===== src/common/uart_reg_pkg.sv =====
package uart_reg_pkg;

	localparam int UART_REG_AW = 6;
	localparam int UART_REG_DW = 32;
	localparam int UART_REG_NUM = 8;

	localparam logic [UART_REG_AW-1:0] UART_INTR_STATE_OFFSET = 6'h00;
	localparam logic [UART_REG_AW-1:0] UART_INTR_ENABLE_OFFSET = 6'h04;
	localparam logic [UART_REG_AW-1:0] UART_INTR_TEST_OFFSET = 6'h08;
	localparam logic [UART_REG_AW-1:0] UART_CTRL_OFFSET = 6'h0c;
	localparam logic [UART_REG_AW-1:0] UART_STATUS_OFFSET = 6'h10;
	localparam logic [UART_REG_AW-1:0] UART_RDATA_OFFSET = 6'h14;
	localparam logic [UART_REG_AW-1:0] UART_WDATA_OFFSET = 6'h18;
	localparam logic [UART_REG_AW-1:0] UART_FIFO_CTRL_OFFSET = 6'h1c;

	localparam int UART_IDX_INTR_STATE = 0;
	localparam int UART_IDX_INTR_ENABLE = 1;
	localparam int UART_IDX_INTR_TEST = 2;
	localparam int UART_IDX_CTRL = 3;
	localparam int UART_IDX_STATUS = 4;
	localparam int UART_IDX_RDATA = 5;
	localparam int UART_IDX_WDATA = 6;
	localparam int UART_IDX_FIFO_CTRL = 7;

	// byte enables each register needs, index 7 leftmost.
	localparam logic [UART_REG_NUM-1:0][3:0] UART_PERMIT = {
		4'b0001, 4'b0001, 4'b0001, 4'b0001,
		4'b1111, 4'b0001, 4'b0001, 4'b0001
	};

	typedef struct packed {
		logic we;
		logic re;
		logic [UART_REG_AW-1:0] addr;
		logic [UART_REG_DW-1:0] wdata;
		logic [UART_REG_DW/8-1:0] be;
	} uart_reg_req_t;

	typedef struct packed {
		logic [UART_REG_DW-1:0] rdata;
		logic error;
	} uart_reg_rsp_t;

	// tx_watermark sits in bit 0.
	typedef struct packed {
		logic rx_parity_err;
		logic rx_timeout;
		logic rx_break_err;
		logic rx_frame_err;
		logic rx_overflow;
		logic tx_empty;
		logic rx_watermark;
		logic tx_watermark;
	} uart_intr_t;

	typedef struct packed {
		logic [15:0] nco;
		logic [5:0] rsvd1;
		logic [1:0] rxblvl;
		logic parity_odd;
		logic parity_en;
		logic llpbk;
		logic slpbk;
		logic rsvd0;
		logic nf;
		logic rx;
		logic tx;
	} uart_ctrl_t;

	typedef struct packed {
		logic [1:0] txilvl;
		logic [2:0] rxilvl;
		logic txrst;
		logic rxrst;
	} uart_fifo_ctrl_t;

	typedef struct packed {
		logic [23:0] rsvd;
		uart_intr_t bits;
	} uart_intr_word_t;

	typedef struct packed {
		logic [24:0] rsvd;
		uart_fifo_ctrl_t bits;
	} uart_fifo_word_t;

	typedef union packed {
		logic [UART_REG_DW-1:0] raw;
		uart_ctrl_t ctrl;
		uart_intr_word_t intr;
		uart_fifo_word_t fifo;
	} uart_wdata_u;

	typedef struct packed {
		logic rxempty;
		logic rxidle;
		logic txidle;
		logic txempty;
		logic rxfull;
		logic txfull;
	} uart_status_t;

	typedef struct packed {
		logic [UART_REG_NUM-1:0] we;
		logic [UART_REG_NUM-1:0] re;
	} uart_reg_strb_t;

	typedef struct packed {
		uart_intr_t state;
		uart_intr_t enable;
		uart_intr_t test;
		logic test_qe;
	} uart_intr_reg2hw_t;

	typedef struct packed {
		uart_intr_t d;
		uart_intr_t de;
	} uart_intr_hw2reg_t;

	typedef struct packed {
		logic tx;
		logic rx;
		logic nf;
		logic slpbk;
		logic llpbk;
		logic parity_en;
		logic parity_odd;
		logic [1:0] rxblvl;
		logic [15:0] nco;
		logic [7:0] wdata;
		logic wdata_qe;
		logic rxrst;
		logic rxrst_qe;
		logic txrst;
		logic txrst_qe;
		logic [2:0] rxilvl;
		logic [1:0] txilvl;
		logic rdata_re;
		logic status_re;
	} uart_ctrl_reg2hw_t;

	typedef struct packed {
		uart_status_t status;
		logic [7:0] rdata;
		logic [2:0] rxilvl;
		logic rxilvl_de;
		logic [1:0] txilvl;
		logic txilvl_de;
	} uart_ctrl_hw2reg_t;

endpackage


===== src/source/uart_reg_decode.sv =====
`timescale 1ns/1ps

module uart_reg_decode (
	input uart_reg_pkg::uart_reg_req_t bus_req_i,
	output uart_reg_pkg::uart_reg_strb_t strb_o,
	output logic [uart_reg_pkg::UART_REG_NUM-1:0] addr_hit_o,
	output logic error_o
);
	import uart_reg_pkg::*;

	logic addr_miss;
	logic wr_err;

	always_comb begin
		addr_hit_o = '0;
		addr_hit_o[UART_IDX_INTR_STATE] = bus_req_i.addr == UART_INTR_STATE_OFFSET;
		addr_hit_o[UART_IDX_INTR_ENABLE] = bus_req_i.addr == UART_INTR_ENABLE_OFFSET;
		addr_hit_o[UART_IDX_INTR_TEST] = bus_req_i.addr == UART_INTR_TEST_OFFSET;
		addr_hit_o[UART_IDX_CTRL] = bus_req_i.addr == UART_CTRL_OFFSET;
		addr_hit_o[UART_IDX_STATUS] = bus_req_i.addr == UART_STATUS_OFFSET;
		addr_hit_o[UART_IDX_RDATA] = bus_req_i.addr == UART_RDATA_OFFSET;
		addr_hit_o[UART_IDX_WDATA] = bus_req_i.addr == UART_WDATA_OFFSET;
		addr_hit_o[UART_IDX_FIFO_CTRL] = bus_req_i.addr == UART_FIFO_CTRL_OFFSET;
	end

	assign addr_miss = (bus_req_i.we | bus_req_i.re) & ~|addr_hit_o;

	// a write must cover every byte the register needs.
	always_comb begin
		wr_err = 1'b0;
		for (int i = 0; i < UART_REG_NUM; i++) begin
			if (addr_hit_o[i] && bus_req_i.we && ((UART_PERMIT[i] & ~bus_req_i.be) != '0)) begin
				wr_err = 1'b1;
			end
		end
	end

	assign error_o = addr_miss | wr_err;

	assign strb_o.we = addr_hit_o & {UART_REG_NUM{bus_req_i.we & ~wr_err}};
	assign strb_o.re = addr_hit_o & {UART_REG_NUM{bus_req_i.re}};

endmodule


===== src/source/uart_reg_readback.sv =====
`timescale 1ns/1ps

module uart_reg_readback (
	input logic [uart_reg_pkg::UART_REG_NUM-1:0] addr_hit_i,
	input uart_reg_pkg::uart_intr_t intr_state_i,
	input uart_reg_pkg::uart_intr_t intr_enable_i,
	input uart_reg_pkg::uart_ctrl_t ctrl_i,
	input uart_reg_pkg::uart_fifo_ctrl_t fifo_ctrl_i,
	input uart_reg_pkg::uart_status_t status_i,
	input logic [7:0] rdata_i,
	output logic [uart_reg_pkg::UART_REG_DW-1:0] rdata_o
);
	import uart_reg_pkg::*;

	uart_fifo_ctrl_t fifo_rd;

	// reset bits are write only.
	always_comb begin
		fifo_rd = fifo_ctrl_i;
		fifo_rd.rxrst = 1'b0;
		fifo_rd.txrst = 1'b0;
	end

	always_comb begin
		rdata_o = '0;
		case (1'b1)
			addr_hit_i[UART_IDX_INTR_STATE]: rdata_o[7:0] = intr_state_i;
			addr_hit_i[UART_IDX_INTR_ENABLE]: rdata_o[7:0] = intr_enable_i;
			addr_hit_i[UART_IDX_INTR_TEST]: rdata_o = '0;
			addr_hit_i[UART_IDX_CTRL]: rdata_o = ctrl_i;
			addr_hit_i[UART_IDX_STATUS]: rdata_o[5:0] = status_i;
			addr_hit_i[UART_IDX_RDATA]: rdata_o[7:0] = rdata_i;
			addr_hit_i[UART_IDX_WDATA]: rdata_o = '0;
			addr_hit_i[UART_IDX_FIFO_CTRL]: rdata_o[6:0] = fifo_rd;
			// unmapped.
			default: rdata_o = '1;
		endcase
	end

endmodule


===== src/source/uart_intr_regs.sv =====
`timescale 1ns/1ps

module uart_intr_regs (
	input logic clk_i,
	input logic rst_n_i,
	input uart_reg_pkg::uart_reg_strb_t strb_i,
	input uart_reg_pkg::uart_wdata_u wdata_i,
	input uart_reg_pkg::uart_intr_hw2reg_t hw2reg_i,
	output uart_reg_pkg::uart_intr_reg2hw_t reg2hw_o,
	output uart_reg_pkg::uart_intr_t state_o,
	output uart_reg_pkg::uart_intr_t enable_o
);
	import uart_reg_pkg::*;

	uart_intr_t state_q;
	uart_intr_t enable_q;
	uart_intr_t sw_clr;
	logic test_we;

	assign sw_clr = strb_i.we[UART_IDX_INTR_STATE] ? wdata_i.intr.bits : '0;
	assign test_we = strb_i.we[UART_IDX_INTR_TEST];

	always_ff @(posedge clk_i or negedge rst_n_i) begin
		if (!rst_n_i) begin
			state_q <= '0;
			enable_q <= '0;
		end else begin
			// hardware update wins over a software clear.
			state_q <= (hw2reg_i.de & hw2reg_i.d) | (~hw2reg_i.de & state_q & ~sw_clr);
			if (strb_i.we[UART_IDX_INTR_ENABLE]) begin
				enable_q <= wdata_i.intr.bits;
			end
		end
	end

	assign state_o = state_q;
	assign enable_o = enable_q;

	assign reg2hw_o.state = state_q;
	assign reg2hw_o.enable = enable_q;
	// test fields live only in the write cycle.
	assign reg2hw_o.test = test_we ? wdata_i.intr.bits : '0;
	assign reg2hw_o.test_qe = test_we;

endmodule


===== src/source/uart_ctrl_regs.sv =====
`timescale 1ns/1ps

module uart_ctrl_regs (
	input logic clk_i,
	input logic rst_n_i,
	input uart_reg_pkg::uart_reg_strb_t strb_i,
	input uart_reg_pkg::uart_wdata_u wdata_i,
	input uart_reg_pkg::uart_ctrl_hw2reg_t hw2reg_i,
	output uart_reg_pkg::uart_ctrl_reg2hw_t reg2hw_o,
	output uart_reg_pkg::uart_ctrl_t ctrl_o,
	output uart_reg_pkg::uart_fifo_ctrl_t fifo_ctrl_o
);
	import uart_reg_pkg::*;

	uart_ctrl_t ctrl_q;
	uart_ctrl_t ctrl_wd;
	uart_fifo_ctrl_t fifo_q;
	logic [7:0] wdata_q;
	logic wdata_qe;
	logic fifo_qe;
	logic fifo_we;

	always_comb begin
		ctrl_wd = wdata_i.ctrl;
		ctrl_wd.rsvd0 = 1'b0;
		ctrl_wd.rsvd1 = '0;
	end

	assign fifo_we = strb_i.we[UART_IDX_FIFO_CTRL];

	always_ff @(posedge clk_i or negedge rst_n_i) begin
		if (!rst_n_i) begin
			ctrl_q <= '0;
			fifo_q <= '0;
			wdata_q <= '0;
			wdata_qe <= 1'b0;
			fifo_qe <= 1'b0;
		end else begin
			if (strb_i.we[UART_IDX_CTRL]) begin
				ctrl_q <= ctrl_wd;
			end
			if (strb_i.we[UART_IDX_WDATA]) begin
				wdata_q <= wdata_i.raw[7:0];
			end
			wdata_qe <= strb_i.we[UART_IDX_WDATA];
			fifo_qe <= fifo_we;
			if (fifo_we) begin
				fifo_q.rxrst <= wdata_i.fifo.bits.rxrst;
				fifo_q.txrst <= wdata_i.fifo.bits.txrst;
			end
			// levels take a hardware load first.
			if (hw2reg_i.rxilvl_de) begin
				fifo_q.rxilvl <= hw2reg_i.rxilvl;
			end else if (fifo_we) begin
				fifo_q.rxilvl <= wdata_i.fifo.bits.rxilvl;
			end
			if (hw2reg_i.txilvl_de) begin
				fifo_q.txilvl <= hw2reg_i.txilvl;
			end else if (fifo_we) begin
				fifo_q.txilvl <= wdata_i.fifo.bits.txilvl;
			end
		end
	end

	assign ctrl_o = ctrl_q;
	assign fifo_ctrl_o = fifo_q;

	assign reg2hw_o.tx = ctrl_q.tx;
	assign reg2hw_o.rx = ctrl_q.rx;
	assign reg2hw_o.nf = ctrl_q.nf;
	assign reg2hw_o.slpbk = ctrl_q.slpbk;
	assign reg2hw_o.llpbk = ctrl_q.llpbk;
	assign reg2hw_o.parity_en = ctrl_q.parity_en;
	assign reg2hw_o.parity_odd = ctrl_q.parity_odd;
	assign reg2hw_o.rxblvl = ctrl_q.rxblvl;
	assign reg2hw_o.nco = ctrl_q.nco;
	assign reg2hw_o.wdata = wdata_q;
	assign reg2hw_o.wdata_qe = wdata_qe;
	assign reg2hw_o.rxrst = fifo_q.rxrst;
	assign reg2hw_o.rxrst_qe = fifo_qe;
	assign reg2hw_o.txrst = fifo_q.txrst;
	assign reg2hw_o.txrst_qe = fifo_qe;
	assign reg2hw_o.rxilvl = fifo_q.rxilvl;
	assign reg2hw_o.txilvl = fifo_q.txilvl;
	// read side effects for the core.
	assign reg2hw_o.rdata_re = strb_i.re[UART_IDX_RDATA];
	assign reg2hw_o.status_re = strb_i.re[UART_IDX_STATUS];

endmodule


===== src/source/uart_reg_top.sv =====
`timescale 1ns/1ps

module uart_reg_top (
	input logic clk_i,
	input logic rst_n_i,
	input uart_reg_pkg::uart_reg_req_t bus_req_i,
	output uart_reg_pkg::uart_reg_rsp_t bus_rsp_o,
	input uart_reg_pkg::uart_intr_hw2reg_t intr_hw2reg_i,
	output uart_reg_pkg::uart_intr_reg2hw_t intr_reg2hw_o,
	input uart_reg_pkg::uart_ctrl_hw2reg_t ctrl_hw2reg_i,
	output uart_reg_pkg::uart_ctrl_reg2hw_t ctrl_reg2hw_o
);
	import uart_reg_pkg::*;

	uart_reg_strb_t strb;
	logic [UART_REG_NUM-1:0] addr_hit;
	logic rsp_error;
	logic [UART_REG_DW-1:0] rsp_rdata;
	uart_intr_t intr_state;
	uart_intr_t intr_enable;
	uart_ctrl_t ctrl;
	uart_fifo_ctrl_t fifo_ctrl;

	assign bus_rsp_o = '{rdata: rsp_rdata, error: rsp_error};

	uart_reg_decode i_decode (
		.bus_req_i (bus_req_i),
		.strb_o (strb),
		.addr_hit_o (addr_hit),
		.error_o (rsp_error)
	);

	uart_intr_regs i_intr_regs (
		.clk_i (clk_i),
		.rst_n_i (rst_n_i),
		.strb_i (strb),
		.wdata_i (bus_req_i.wdata),
		.hw2reg_i (intr_hw2reg_i),
		.reg2hw_o (intr_reg2hw_o),
		.state_o (intr_state),
		.enable_o (intr_enable)
	);

	uart_ctrl_regs i_ctrl_regs (
		.clk_i (clk_i),
		.rst_n_i (rst_n_i),
		.strb_i (strb),
		.wdata_i (bus_req_i.wdata),
		.hw2reg_i (ctrl_hw2reg_i),
		.reg2hw_o (ctrl_reg2hw_o),
		.ctrl_o (ctrl),
		.fifo_ctrl_o (fifo_ctrl)
	);

	// status and rdata come straight from the core.
	uart_reg_readback i_readback (
		.addr_hit_i (addr_hit),
		.intr_state_i (intr_state),
		.intr_enable_i (intr_enable),
		.ctrl_i (ctrl),
		.fifo_ctrl_i (fifo_ctrl),
		.status_i (ctrl_hw2reg_i.status),
		.rdata_i (ctrl_hw2reg_i.rdata),
		.rdata_o (rsp_rdata)
	);

endmodule


===== config.mk =====
export PLATFORM = sky130hd
export DESIGN_NAME = uart_reg_top
export DESIGN_NICKNAME = d
export VERILOG_FILES = /design/src/common/uart_reg_pkg.sv /design/src/source/uart_reg_decode.sv /design/src/source/uart_reg_readback.sv /design/src/source/uart_intr_regs.sv /design/src/source/uart_ctrl_regs.sv /design/src/source/uart_reg_top.sv
export SDC_FILE = /design/constraint.sdc
export NUM_CORES = 1
export LEC_CHECK = 0
export ABC_AREA = 1
export BUFFER_PORTS_ARGS = -buffer_cell sky130_fd_sc_hd__buf_4
export CORE_ASPECT_RATIO = 1.25
export CORE_MARGIN = 3
export CORE_UTILIZATION = 40
export CTS_CLUSTER_SIZE = 20
export DETAILED_ROUTE_END_ITERATION = 16
export PLACE_DENSITY = 0.76
export SYNTH_ARGS = -nofsm -noshare
export SYNTH_HDL_FRONTEND = slang
export SYNTH_SLANG_ARGS = --single-unit

===== constraint.sdc =====
create_clock -name clk_i -period 0.99 [get_ports clk_i]
set_input_delay 0 -clock clk_i [delete_from_list [all_inputs] [get_ports clk_i]]
set_output_delay 0 -clock clk_i [all_outputs]
set_load 0.05 [all_outputs]

==> impl_metrics.py, run 1 <==
metrics = {
    "synth": {
        "synthDistinctLibCells": 30,
        "yosysMostFrequentCell": "nand2_1",
        "synthFlopType": "dfrtp_1",
        "synth_edf_count": 0,
        "yosysWarnings": 0,
        "netlist_area_um2": 3300,
        "ys_seq_area_frac": 0.439,
        "synth_top_area_share": 0.439,
        "synth-seq-cells": 58,
        "avgSynthCellArea_um2": 7.47,
        "synth.area.top_cells": "dfrtp_1, nand2_1, nor2_1",
        "synth_top_area_cell": "dfrtp_1",
        "syn-instance-count": 442,
        "synth_commonest_cells": "nand2_1, nor2_1, dfrtp_1",
        "synth_nets": 525,
        "ys_async_sr_fraction": 1.00,
    },
    "global_routing": {
        "gr-total-overflow": 351,
        "grt.total_usage": 0.874,
        "grt_max_degree": 35,
    },
    "clocking": {
        "clkSinkCount": 58,
        "cts_buffers": 9,
        "h-tree-depth": 3,
        "cts.path.max_buffers": 2,
        "cts-root-buf": "clkbuf_8",
    },
    "placement": {
        "hpwl_um": 9160,
        "io_buffers": 179,
        "globalplace.congestion": 0.909,
    },
    "sta": {
        "crit_endpoint": "bus_rsp_o[7]",
        "worstEndpointType": "primary output",
    },
    "status": {
        "error": "[ERROR GRT-0232] Routing congestion too high. Check the congestion heatmap in the GUI.",
        "haltStage": "5_1_grt",
        "status": "aborted with a tool error",
    },
    "floorplan": {
        "initial_utilization": 0.417,
        "die_x_um": 87.3,
        "row_count": 36,
        "pin_count": 186,
        "die_h_um": 108,
    },
}
==> stage by stage <==
step           cells  worst slack [ns]  area [um^2]
3_5_place_dp     737            -0.456         5340
3_3_place_gp     737            -0.430         5340
4_1_cts          839            -0.438         7300
2_1_floorplan    442            -0.271         3700
==> cell families after synthesis <==
logic type / synth area share
and+or+nand+nor: 0.313
buffers and inverters: 0.129
AOI/OAI and AO/OA: 0.119
DFF: 0.439
==> per-layer routing <==
| metal | GRT usage | overflow |
|---|---|---|
| met5 | 0.273 | 0 |
| met4 | 0.990 | 125 |
| met3 | 0.708 | 0 |
| met2 | 1.06 | 226 |
| met1 | 0.808 | 0 |
==> timing repair <==
action / 4_1_cts
pin swaps: 38
hold endpoints to repair: 89
cloned: 8
hold buffers: 50
gates resized for setup: 204
setup buffers: 33
endpoints found under the setup margin: 82
==> run 2: changes to the inputs <==
--- a/config.mk
+++ b/config.mk
@@ -7,12 +7,10 @@
 export LEC_CHECK = 0
 export ABC_AREA = 1
 export BUFFER_PORTS_ARGS = -buffer_cell sky130_fd_sc_hd__buf_4
-export CORE_ASPECT_RATIO = 1.25
 export CORE_MARGIN = 3
-export CORE_UTILIZATION = 40
-export CTS_CLUSTER_SIZE = 20
+export CORE_UTILIZATION = 25
 export DETAILED_ROUTE_END_ITERATION = 16
-export PLACE_DENSITY = 0.76
+export PLACE_DENSITY_LB_ADDON = 0.15
 export SYNTH_ARGS = -nofsm -noshare
 export SYNTH_HDL_FRONTEND = slang
 export SYNTH_SLANG_ARGS = --single-unit
==> constraint.sdc (replaced) <==
create_clock -name clk_i -period 1.3 [get_ports clk_i]
set_input_delay 0 -clock clk_i [delete_from_list [all_inputs] [get_ports clk_i]]
set_output_delay 0 -clock clk_i [all_outputs]
set_load 0.05 [all_outputs]
==> run 2 against run 1 <==
  * The flow now finishes, with violations (setup timing)
  * Synthesized area stayed put
  * Synthesized cell count unchanged
==> impl_metrics.py, run 2 <==
metrics = {
    "global_routing": {
        "gr-total-overflow": 0,
        "grt_first_pass_wirelength_um": 20200,
        "grt.total_usage": 0.178,
        "antenna_found_initial": 0,
        "first_global_vias": 3908,
        "grt_max_degree": 43,
    },
    "min_path": {
        "hp-class": "in -> reg",
        "holdCritStartpoint": "ctrl_hw2reg_i[3]",
    },
    "clocking": {
        "cts_tree": "yes",
        "cts-root-buf": "clkbuf_16",
        "cts.path.max_buffers": 2,
        "cts_buffers": 9,
        "clkSinkCount": 58,
        "clk_pin_slew_ns": 0.05,
        "h-tree-depth": 3,
        "clock_latency_ns": 0.31,
    },
    "detailed_routing": {
        "drt_iter0_markers": 153,
        "drc_errors": 0,
        "dr.pass1.iters": 4,
        "drtAntennaViolNets": 0,
        "via_per_inst": 4.32,
        "wl_um": 13000,
        "wl_per_cell_um": 14.9,
        "vias": 3781,
    },
    "cells_and_area": {
        "largest_reg_flops": 25,
        "fin_nets": 781,
        "n_fill_cell": 1275,
        "regArea_um2": 1460,
        "final_util": 0.483,
        "layout_commonest_cell": "buf_4",
        "synthToLayoutAreaGrowth_pct": 86.7,
        "multi_input_area_um2": 1620,
        "diodes": 0,
        "final_cell_mix": "buf_4, nand2_1, nor2_1, dlygate4sd3_1, inv_1",
        "drive_above_1_share": 0.417,
        "final_cells": 875,
    },
    "placement": {
        "hpwl_um": 9530,
        "io_buffers": 179,
        "dp_cells": 792,
        "globalplace.congestion": 0.849,
    },
    "power": {
        "power_leakage_nw": 3.17,
        "total_power_w": 0.00699,
        "powerDensity_nw_per_um2": 1130,
        "peakVddDrop_uv": 620,
    },
    "critical_path": {
        "path_max_fanout": 2,
        "required_ns": 1.30,
        "worstReg2RegStart": "i_intr_regs.reg2hw_o[24]$_DFF_PN0_",
        "critPathLaunchType": "flip-flop",
        "criticalPathCategory": "reg -> out",
        "cp-startpoint": "i_ctrl_regs.fifo_ctrl_o[6]$_DFFE_PN0P_",
        "cp.arrival_ns": 1.46,
        "end_kind": "output pin",
    },
    "sta": {
        "finalSetupViolCount": 6,
        "min_period_over_period": 1.12,
        "timing.slew.headroom": 0.695,
        "fin_hold_ws_ns": 0.00787,
        "worst_slack_ns": -0.158,
        "setup_tns_ns": -0.584,
        "drv_slew": 0,
        "worst_slew_pin_slew_ns": 0.457,
        "max_freq_mhz": 686,
        "hold_viol": 0,
        "grt_setup_unrepaired": "yes",
        "skew_ns": 0,
        "post-route-min-period_ns": 1.46,
    },
    "job": {
        "drv_cap": 0,
    },
    "synth": {
        "synth_nets": 525,
        "yosysMostFrequentCell": "nand2_1",
        "yosysWarnings": 0,
        "synth_commonest_cells": "nand2_1, nor2_1, dfrtp_1",
        "ys_seq_area_frac": 0.439,
        "synth-seq-cells": 58,
        "netlist_area_um2": 3300,
        "synth_edf_count": 0,
        "synth_top_area_share": 0.439,
        "ys_async_sr_fraction": 1.00,
        "synth.area.top_cells": "dfrtp_1, nand2_1, nor2_1",
        "synthFlopType": "dfrtp_1",
        "avgSynthCellArea_um2": 7.47,
        "syn-instance-count": 442,
        "synthDistinctLibCells": 30,
        "synth_top_area_cell": "dfrtp_1",
    },
    "floorplan": {
        "row_count": 41,
        "die_area_um2": 14600,
        "die_x_um": 121,
        "die_h_um": 121,
        "pin_count": 186,
        "core-area_um2": 12800,
        "initial_utilization": 0.259,
    },
    "status": {
        "status": "finished, violations left",
        "violations": "setup timing",
    },
}
[run 2: cell counts after synthesis]
Identical to the previous run, type by type.
[run 2: repair_timing]
item | in CTS | in global routing
gates resized for setup | 17 | 22
cloned | 0 | 1
setup buffers | 9 | 1
hold buffers | 57 | 0
pin swaps | 7 | 5
setup endpoints to repair | 16 | 34
hold endpoints to repair | 60 | 0
[run 2: cell families (layout without fill, tap and decap cells)]
logic type,count (synthesis),after routing,share of synthesized area
flip-flops,58,58,0.439
buffers and inverters,86,347,0.129
AO/OA/AOI/OAI,70,70,0.119
AND/OR/NAND/NOR,228,228,0.313
[run 2: layout make-up]
type                            count  area share
Timing Repair Buffer              273       0.380
Multi-Input combinational cell    298       0.263
Sequential cell                    58       0.237
Clock buffer                       14      0.0428
Inverter                           58      0.0373
Tap cell                          172      0.0349
Clock inverter                      2     0.00568
[run 2: path summary, 6_finish.rpt]
kind | slack [ns] | end | cells past startpoint
max | -0.16 | bus_rsp_o[7] | 9
min | 0.008 | i_ctrl_regs.fifo_ctrl_o[2]$_DFFE_PN0P_ | 4
max reg2reg | 0.45 | i_intr_regs.reg2hw_o[24]$_DFF_PN0_ | 5
min reg2reg | 0.49 | i_ctrl_regs.fifo_ctrl_o[0]$_DFFE_PN0P_ | 2
max in group asynchronous | 0.59 | i_ctrl_regs.ctrl_o[4]$_DFFE_PN0P_ | 3
min in group asynchronous | 0.17 | i_intr_regs.reg2hw_o[19]$_DFF_PN0_ | 2
[run 2: routing by layer]
layer | global-route usage | wire (um) | part of all wire
met1 | 0.216 | 5350 | 0.41
met2 | 0.301 | 6310 | 0.49
met5 | 0 | 0 | 0
met4 | 0.0737 | 401 | 0.031
met3 | 0.0420 | 943 | 0.073
[run 2: worst max-delay path: stages, from the launching register on]
cell     delay [ns]
dfrtp_2        0.36
inv_2          0.03
nand4_1        0.08
nand3_1        0.07
nand2_1        0.09
nand2_1        0.07
nand2_1        0.07
nand2_2        0.07
a21oi_4        0.13
buf_6          0.17
[run 2: power breakdown]
group	internal (W)	leakage, nW	switching [W]
clock	0.00158	0.147	0.000770
combinational	0.000863	2.27	0.00156
sequential	0.00203	0.750	0.000183
total	0.00448	3.17	0.00251
[run 2: metrics by stage]
step	area, um^2	setup WS [ns]
2_1_floorplan	3450	-0.0930
5_1_grt	6170	-0.214
4_1_cts	6060	-0.172
3_5_place_dp	5060	-0.161
3_3_place_gp	5060	-0.156
6_report	6170	-0.158
Note: power is estimated with default switching activity, not from simulation.
